===== src/logic/rv_pkg.sv =====
/* rv32i core shared definitions
   widths, opcodes, instruction classes, alu operations and the decode / retire structs */
package rv_pkg;

    parameter int xlen       = 32;
    parameter int reg_addr_w = 5;

    typedef logic [xlen-1:0]       word_t;
    typedef logic [reg_addr_w-1:0] reg_idx_t;

    // major opcodes still handled by the core
    localparam logic [6:0] op_reg    = 7'b0110011;
    localparam logic [6:0] op_imm    = 7'b0010011;
    localparam logic [6:0] op_lui    = 7'b0110111;
    localparam logic [6:0] op_auipc  = 7'b0010111;
    localparam logic [6:0] op_jal    = 7'b1101111;
    localparam logic [6:0] op_jalr   = 7'b1100111;
    localparam logic [6:0] op_branch = 7'b1100011;

    typedef enum logic [2:0] {
        class_r,
        class_i,
        class_u,        // lui and auipc
        class_b,
        class_j,
        class_jalr,
        class_illegal
    } inst_class_t;

    typedef enum logic [3:0] {
        alu_add,
        alu_sub,
        alu_sll,
        alu_slt,
        alu_sltu,
        alu_xor,
        alu_srl,
        alu_sra,
        alu_or,
        alu_and
    } alu_op_t;

    typedef struct packed {
        inst_class_t inst_class;
        logic [6:0]  opcode;
        logic [2:0]  funct3;
        reg_idx_t    rd;
        reg_idx_t    rs1;
        reg_idx_t    rs2;
        word_t       imm;
        alu_op_t     alu_op;
    } decoded_t;

    // one completed instruction
    typedef struct packed {
        word_t    pc;
        reg_idx_t rd;
        word_t    wdata;
        logic     we;
        logic     illegal;  // unsupported opcode, nothing written
    } retire_t;

endpackage


===== src/logic/rv_alu.sv =====
/* rv32i integer alu, ten operations */
`timescale 1ns/10ps

module rv_alu (
    input  rv_pkg::word_t   a,
    input  rv_pkg::word_t   b,
    input  rv_pkg::alu_op_t op,
    output rv_pkg::word_t   result
);

    logic [4:0] shamt;
    logic       lt_signed;
    logic       lt_unsigned;

    assign shamt       = b[4:0];
    assign lt_signed   = $signed(a) < $signed(b);
    assign lt_unsigned = a < b;

    always_comb begin
        case (op)
            rv_pkg::alu_add:  result = a + b;
            rv_pkg::alu_sub:  result = a - b;
            rv_pkg::alu_sll:  result = a << shamt;
            rv_pkg::alu_slt:  result = {{(rv_pkg::xlen-1){1'b0}}, lt_signed};
            rv_pkg::alu_sltu: result = {{(rv_pkg::xlen-1){1'b0}}, lt_unsigned};
            rv_pkg::alu_xor:  result = a ^ b;
            rv_pkg::alu_srl:  result = a >> shamt;
            rv_pkg::alu_sra:  result = $signed(a) >>> shamt;  // keeps sign
            rv_pkg::alu_or:   result = a | b;
            rv_pkg::alu_and:  result = a & b;
            default:          result = '0;
        endcase
    end

endmodule


===== src/logic/rv_core.sv =====
/* multi-cycle rv32i core top, one instruction in flight, fetch via request / response strobes */
`timescale 1ns/10ps

module rv_core #(
    parameter rv_pkg::word_t reset_pc = 32'h8000_0000
) (
    input  logic            clk,
    input  logic            reset,
    output logic            fetch_valid,
    output rv_pkg::word_t   fetch_addr,
    input  logic            inst_valid,
    input  rv_pkg::word_t   inst_data,
    output logic            retire_valid,
    output rv_pkg::retire_t retire
);

    rv_pkg::word_t    inst;
    rv_pkg::word_t    pc;
    rv_pkg::decoded_t dec;
    rv_pkg::word_t    rdata1;
    rv_pkg::word_t    rdata2;
    rv_pkg::word_t    jump_target;
    logic             jump_en;
    logic             rf_we;

    rv_fetch #(
        .reset_pc (reset_pc)
    ) u_fetch (
        .clk          (clk),
        .reset        (reset),
        .inst_valid   (inst_valid),
        .inst_data    (inst_data),
        .jump_en      (jump_en),
        .jump_target  (jump_target),
        .fetch_valid  (fetch_valid),
        .fetch_addr   (fetch_addr),
        .inst         (inst),
        .pc           (pc),
        .retire_valid (retire_valid)
    );

    rv_decoder u_decoder (
        .inst (inst),
        .dec  (dec)
    );

    rv_regfile u_regfile (
        .clk    (clk),
        .reset  (reset),
        .we     (rf_we),
        .waddr  (dec.rd),
        .wdata  (retire.wdata),
        .raddr1 (dec.rs1),
        .raddr2 (dec.rs2),
        .rdata1 (rdata1),
        .rdata2 (rdata2)
    );

    rv_execute u_execute (
        .dec          (dec),
        .pc           (pc),
        .rdata1       (rdata1),
        .rdata2       (rdata2),
        .retire_valid (retire_valid),
        .jump_en      (jump_en),
        .jump_target  (jump_target),
        .rf_we        (rf_we),
        .retire       (retire)
    );

endmodule


===== src/logic/rv_decoder.sv =====
/* rv32i decoder: field split, instruction class, immediate build and alu op select */
`timescale 1ns/10ps

module rv_decoder (
    input  rv_pkg::word_t    inst,
    output rv_pkg::decoded_t dec
);

    logic [6:0]          opcode;
    logic [2:0]          funct3;
    logic                alt;      // funct7 bit 5, sub / sra
    rv_pkg::inst_class_t inst_class;
    rv_pkg::word_t       imm;
    rv_pkg::alu_op_t     alu_op;

    assign opcode = inst[6:0];
    assign funct3 = inst[14:12];
    assign alt    = inst[30];

    always_comb begin
        case (opcode)
            rv_pkg::op_reg:    inst_class = rv_pkg::class_r;
            rv_pkg::op_imm:    inst_class = rv_pkg::class_i;
            rv_pkg::op_lui,
            rv_pkg::op_auipc:  inst_class = rv_pkg::class_u;
            rv_pkg::op_branch: inst_class = rv_pkg::class_b;
            rv_pkg::op_jal:    inst_class = rv_pkg::class_j;
            rv_pkg::op_jalr:   inst_class = rv_pkg::class_jalr;
            default:           inst_class = rv_pkg::class_illegal;
        endcase
    end

    always_comb begin
        case (inst_class)
            rv_pkg::class_i,
            rv_pkg::class_jalr: imm = {{20{inst[31]}}, inst[31:20]};
            rv_pkg::class_u:    imm = {inst[31:12], 12'b0};
            rv_pkg::class_b:    imm = {{20{inst[31]}}, inst[7], inst[30:25], inst[11:8], 1'b0};
            rv_pkg::class_j:    imm = {{12{inst[31]}}, inst[19:12], inst[20], inst[30:21], 1'b0};
            default:            imm = '0;  // r type and illegal
        endcase
    end

    // everything outside reg / imm arithmetic adds
    always_comb begin
        alu_op = rv_pkg::alu_add;
        if (inst_class == rv_pkg::class_r || inst_class == rv_pkg::class_i) begin
            case (funct3)
                3'b000: begin
                    if (inst_class == rv_pkg::class_r && alt) alu_op = rv_pkg::alu_sub;
                end
                3'b001:  alu_op = rv_pkg::alu_sll;
                3'b010:  alu_op = rv_pkg::alu_slt;
                3'b011:  alu_op = rv_pkg::alu_sltu;
                3'b100:  alu_op = rv_pkg::alu_xor;
                3'b101:  alu_op = alt ? rv_pkg::alu_sra : rv_pkg::alu_srl;
                3'b110:  alu_op = rv_pkg::alu_or;
                default: alu_op = rv_pkg::alu_and;
            endcase
        end
    end

    always_comb begin
        dec.inst_class = inst_class;
        dec.opcode     = opcode;
        dec.funct3     = funct3;
        dec.rd         = inst[11:7];
        dec.rs1        = inst[19:15];
        dec.rs2        = inst[24:20];
        dec.imm        = imm;
        dec.alu_op     = alu_op;
    end

endmodule


===== src/logic/rv_execute.sv =====
/* execute step: alu operand select, branch decision, jump target and write-back value */
`timescale 1ns/10ps

module rv_execute (
    input  rv_pkg::decoded_t dec,
    input  rv_pkg::word_t    pc,
    input  rv_pkg::word_t    rdata1,
    input  rv_pkg::word_t    rdata2,
    input  logic             retire_valid,
    output logic             jump_en,
    output rv_pkg::word_t    jump_target,
    output logic             rf_we,
    output rv_pkg::retire_t  retire
);

    rv_pkg::word_t alu_a;
    rv_pkg::word_t alu_b;
    rv_pkg::word_t alu_result;
    rv_pkg::word_t link;
    logic          take;
    logic          we;

    rv_alu u_alu (
        .a      (alu_a),
        .b      (alu_b),
        .op     (dec.alu_op),
        .result (alu_result)
    );

    assign link = pc + 32'd4;

    always_comb begin
        alu_a = pc;  // jal, branch, auipc
        alu_b = dec.imm;
        case (dec.inst_class)
            rv_pkg::class_r: begin
                alu_a = rdata1;
                alu_b = rdata2;
            end
            rv_pkg::class_i,
            rv_pkg::class_jalr: alu_a = rdata1;
            rv_pkg::class_u: begin
                if (dec.opcode == rv_pkg::op_lui) alu_a = '0;
            end
            default: ;
        endcase
    end

    always_comb begin
        case (dec.funct3)
            3'b000:  take = (rdata1 == rdata2);
            3'b001:  take = (rdata1 != rdata2);
            3'b100:  take = ($signed(rdata1) < $signed(rdata2));
            3'b101:  take = ($signed(rdata1) >= $signed(rdata2));
            3'b110:  take = (rdata1 < rdata2);
            3'b111:  take = (rdata1 >= rdata2);
            default: take = 1'b0;
        endcase
    end

    assign jump_en = (dec.inst_class == rv_pkg::class_j) ||
                     (dec.inst_class == rv_pkg::class_jalr) ||
                     (dec.inst_class == rv_pkg::class_b && take);
    assign jump_target = (dec.inst_class == rv_pkg::class_jalr) ?
                         {alu_result[rv_pkg::xlen-1:1], 1'b0} : alu_result;

    // branches and illegal opcodes write nothing
    assign we    = (dec.inst_class != rv_pkg::class_b) &&
                   (dec.inst_class != rv_pkg::class_illegal);
    assign rf_we = we & retire_valid;

    always_comb begin
        retire.pc      = pc;
        retire.rd      = dec.rd;
        retire.we      = we;
        retire.illegal = (dec.inst_class == rv_pkg::class_illegal);
        if (dec.inst_class == rv_pkg::class_j || dec.inst_class == rv_pkg::class_jalr)
            retire.wdata = link;
        else
            retire.wdata = alu_result;
    end

endmodule


===== src/logic/rv_fetch.sv =====
/* fetch sequencer: holds the pc, issues fetch strobes and latches the returned
   instruction for the one-at-a-time execute step */
`timescale 1ns/10ps

module rv_fetch #(
    parameter rv_pkg::word_t reset_pc = 32'h8000_0000
) (
    input  logic          clk,
    input  logic          reset,
    input  logic          inst_valid,
    input  rv_pkg::word_t inst_data,
    input  logic          jump_en,
    input  rv_pkg::word_t jump_target,
    output logic          fetch_valid,
    output rv_pkg::word_t fetch_addr,
    output rv_pkg::word_t inst,
    output rv_pkg::word_t pc,
    output logic          retire_valid
);

    typedef enum logic [1:0] {
        st_start,
        st_wait,
        st_exec
    } state_t;

    state_t        state;
    logic          boot_req;   // first request after reset
    rv_pkg::word_t next_pc;
    rv_pkg::word_t inst_q;

    assign next_pc      = jump_en ? jump_target : pc + 32'd4;
    assign retire_valid = (state == st_exec);
    assign fetch_valid  = boot_req | (state == st_exec);
    assign fetch_addr   = (state == st_exec) ? next_pc : pc;
    assign inst         = inst_q;

    always_ff @(posedge clk or posedge reset) begin
        if (reset) begin
            state    <= st_start;
            boot_req <= 1'b0;
            pc       <= reset_pc;
        end else begin
            boot_req <= (state == st_start);
            case (state)
                st_start: state <= st_wait;
                st_wait:  if (inst_valid) state <= st_exec;
                st_exec: begin
                    state <= st_wait;  // next fetch goes out this cycle
                    pc    <= next_pc;
                end
                default:  state <= st_start;
            endcase
        end
    end

    // latched instruction word
    always_ff @(posedge clk) begin
        if (inst_valid) inst_q <= inst_data;
    end

    // memory answers only an outstanding request
    a_resp_in_wait: assert property (@(posedge clk) disable iff (reset)
        inst_valid |-> state == st_wait);

endmodule


===== src/logic/rv_regfile.sv =====
/* integer register file, 31 writable entries with x0 reading as zero */
`timescale 1ns/10ps

module rv_regfile (
    input  logic             clk,
    input  logic             reset,
    input  logic             we,
    input  rv_pkg::reg_idx_t waddr,
    input  rv_pkg::word_t    wdata,
    input  rv_pkg::reg_idx_t raddr1,
    input  rv_pkg::reg_idx_t raddr2,
    output rv_pkg::word_t    rdata1,
    output rv_pkg::word_t    rdata2
);

    rv_pkg::word_t regs [1:31];

    always_ff @(posedge clk or posedge reset) begin
        if (reset) begin
            for (int i = 1; i < 32; i++) begin
                regs[i] <= '0;
            end
        end else if (we && waddr != '0) begin  // x0 writes dropped
            regs[waddr] <= wdata;
        end
    end

    // combinational read ports
    assign rdata1 = (raddr1 == '0) ? '0 : regs[raddr1];
    assign rdata2 = (raddr2 == '0) ? '0 : regs[raddr2];

    // write index comes from the decoded instruction
    a_waddr_known: assert property (@(posedge clk) disable iff (reset)
        we |-> !$isunknown(waddr));

endmodule


===== config.mk =====
export PLATFORM = sky130hd
export DESIGN_NAME = rv_core
export DESIGN_NICKNAME = d
export VERILOG_FILES = /design/src/logic/rv_pkg.sv /design/src/logic/rv_alu.sv /design/src/logic/rv_core.sv /design/src/logic/rv_decoder.sv /design/src/logic/rv_execute.sv /design/src/logic/rv_fetch.sv /design/src/logic/rv_regfile.sv
export SDC_FILE = /design/constraint.sdc
export NUM_CORES = 2
export LEC_CHECK = 0
export BUFFER_PORTS_ARGS = -buffer_cell sky130_fd_sc_hd__buf_4
export CAP_MARGIN = 20
export CELL_PAD_IN_SITES_DETAIL_PLACEMENT = 1
export CELL_PAD_IN_SITES_GLOBAL_PLACEMENT = 2
export CORE_MARGIN = 4
export CORE_UTILIZATION = 46
export CTS_CLUSTER_DIAMETER = 60
export DETAILED_ROUTE_END_ITERATION = 10
export GPL_TIMING_DRIVEN = 0
export PLACE_DENSITY = 0.87
export SETUP_SLACK_MARGIN = 0.05
export SLEW_MARGIN = 20
export SYNTH_ARGS = -nofsm -noshare
export SYNTH_HDL_FRONTEND = slang
export SYNTH_SLANG_ARGS = --single-unit

===== constraint.sdc =====
create_clock -name clk -period 73.8 [get_ports clk]
set_input_delay 11.07 -clock clk [delete_from_list [all_inputs] [get_ports clk]]
set_output_delay 11.07 -clock clk [all_outputs]
set_load 0.05 [all_outputs]

==> reports/metrics.cfg <==
[status]
status = complete, no violations

[critical_path]
reg2reg_depth = 26
critPathMaxStageDelay_ps = 880
critical_path.endpoint_type = output pin
cp.arrival_ps = 12710
crit_type = flop to output pin
critPathMaxFanout = 11
regToRegEndpoint = u_regfile.regs[919]
crit_slowest_cell = a221oi_1
crit_top_cell = buf_4
cp-start-kind = flop
crit_family = buffers and inverters
r2r-start = u_fetch.inst[20]
critPathBufInv = 10
r2r_slack_ps = 61460
startpoint = u_fetch.inst[20]
worstPathRequired_ps = 62730

[timing]
setup-violations-final = 0
skew_ps = 87.29
worst_pin_slew_ps = 1355
hold_viol = 0
clock.fmax_mhz = 42.05
relSlewSlack_pct = 7.868
finalCritPeriodShare_pct = 32.22
whs_ps = 485.7
min_period_ps = 23780
tns_ps = 0
rsz0062_at_grt = no
slew_violations = 0

[placed_design]
dp_hpwl_mm = 310.9
portBuffers = 139
gp_congestion = 1.082

[yosys]
ys.warnings.count = 0
avgSynthCellArea_um2 = 10.05
async_flop_share_pct = 96.98
ys.flop_type = dfrtp_1
ys_seq_area_share_pct = 39.67
synthMuxAreaShare_pct = 22.28
post_synth_num_cell_types = 115
synth_edf_count = 32
syn_inst = 6689
synth_top_family_by_area = multiplexers
synth-seq-cells = 1059
synthXorXnorAreaFrac_pct = 0.4300
synth_fa_ha_area_share_pct = 2.498
yosys.area_share.simple_pct = 11.77
syn_area_um2 = 67220
synth_nets = 6857
synth_compound_area_share_pct = 17.74

[routing]
wl_per_cell_um = 45.74
dr_total_vias = 67078
drc = 0
antenna_left = 0
drtPass1Iterations = 8
drtIter0Drc = 10189
via_per_inst = 7.428
wl_mm = 413.0

[finish]
nNetsFinal = 7164
areaGrowthSynthToFinish_pct = 12.93
final_common_cell = nand2_1
drive_gt1_share_pct = 20.28
final_cell_mix = nand2_1 (1136), dfrtp_1 (1026), o21ai_0 (855), mux4_2 (457), a21oi_1 (327)

[job]
cap_violations = 0

[clock_tree]
post-cts-setup-buffers = 0
clockBufferDepth = 3
clkTransAtPathRegs_ps = 60
cts_buffers = 119
cts.sinks = 1059
cts_tree = built
cts_hold_buf = 0
cts.htree.levels = 3
post_cts_resized = 0
clk_latency_ps = 820
cts-root-buf = clkbuf_16

[power]
p_switching_uw = 582.8
power.share.combinational_pct = 23.7
p_clk_share_pct = 39.4
p_leak_uw = 0.03201
p_int_uw = 1039
p_sw_share_pct = 35.93
p_per_area_nw_per_um2 = 21.37
ir_worst_vdd_v = 0.00002348
p_seq_share_pct = 36.9

[floorplanning]
fp.dieW_um = 390.3
initial_utilization_pct = 46.23
die_area_um2 = 152300
core.rowCount = 140
core_um2 = 145400
io_pins = 140
die_h_um = 390.3

[global_routing]
track_usage_pct = 53.68
gr-usage-met2_pct = 76.34
grt_pass1_vias = 67013
gr-total-overflow = 0
busiest_layer = met2
grt_use_met1_pct = 58.73
antenna_found_initial = 48
grt_max_degree = 107
grt_util_met3_pct = 24.30
grt_pass1_wl_mm = 561.5

[min_path]
holdPathEnd = u_fetch.state[1]
min_path_cells = 1
hold_class = flop to flop
hold_start = u_fetch.state[1]

==> through the flow <==
stage                     instance area (um2)  cells  utilization (%)  power [uW]  setup slack, ps
after floorplan                         67220   6689                -       794.2            33830
after detailed placement                71590   8782            49.24       964.0            51230
after global placement                  70660   8745            48.60       956.1            22130
final                                   75910   9030            52.21        1622            50020
after global routing                    75860   9011            52.18        1640            50300
after CTS                               75730   9001            52.08        1587            50440
==> how the worst max path moves through the flow <==
| stage | to | slack, ps | depth (start not counted) |
|---|---|---|---|
| 6_report | retire[25] | 50020 | 27 |
| 5_1_grt | retire[25] | 50300 | 27 |
| 4_1_cts | retire[25] | 50440 | 27 |
| 3_5_place_dp | retire[25] | 51230 | 27 |
| 3_3_place_gp | u_fetch.pc[6] | 22130 | 2 |
| 2_1_floorplan | u_fetch.boot_req | 33830 | 1 |
==> layout make-up <==
type | instances | area (um2)
well taps | 1917 | 2399
clock inverters | 59 | 714.4
repair buffers | 186 | 1804
multi-input cells | 4867 | 37010
fillers | 16114 | 69480
diodes | 19 | 47.55
clock buffers | 160 | 3425
plain buffers | 617 | 3291
flip-flops and latches | 1059 | 26660
inverters | 146 | 558.0
==> layer usage <==
metal | vias up | share of wire (%) | wire, um
li1 | 25286 | - | -
met1 | 34231 | 33 | 134700
met2 | 5514 | 41 | 171100
met3 | 2009 | 13 | 55140
met4 | 38 | 13 | 51740
met5 | - | 0.099 | 407
==> cells by family after synthesis <==
group,count (synthesis)
AND/OR/NAND/NOR,1856
multiplexers,883
AO/OA/AOI/OAI,1962
flip-flops,1059
XOR/XNOR,33
adder cells (fa/ha/maj),133
buffers and inverters,763
==> synthesized netlist by cell type, types with 69 or more instances <==
| cell | n | share of area [%] |
|---|---|---|
| o21ai_0 | 861 | 6.4 |
| o21ai_1 | 121 | 0.90 |
| nand3_1 | 121 | 0.90 |
| buf_2 | 108 | 0.80 |
| ha_1 | 131 | 2.4 |
| mux2_2 | 129 | 2.2 |
| buf_4 | 69 | 0.77 |
| inv_1 | 135 | 0.75 |
| dfrtp_1 | 1026 | 38 |
| nor2_1 | 314 | 1.8 |
| nand2_1 | 1136 | 6.3 |
| mux2i_1 | 274 | 4.1 |
| clkbuf_1 | 310 | 1.7 |
| a21oi_1 | 328 | 2.4 |
| mux4_2 | 457 | 15 |
==> power groups by stage <==
| stage | Sequential (uW) | Clock (uW) | Combinational (uW) |
|---|---|---|---|
| after floorplan | 611 | 0 | 183 |
| after global placement | 611 | 0 | 346 |
| after detailed placement | 609 | 0 | 355 |
| after CTS | 599 | 632 | 356 |
| after global routing | 599 | 659 | 382 |
| final | 599 | 639 | 384 |
==> state kept, by name, summed over array words and instances, names as in the netlist <==
signal,count
u_fetch.boot_req,1
u_fetch.inst,32
u_fetch.pc,32
u_fetch.state,2
u_regfile.regs,992
Power figures use the tool's default switching activity.
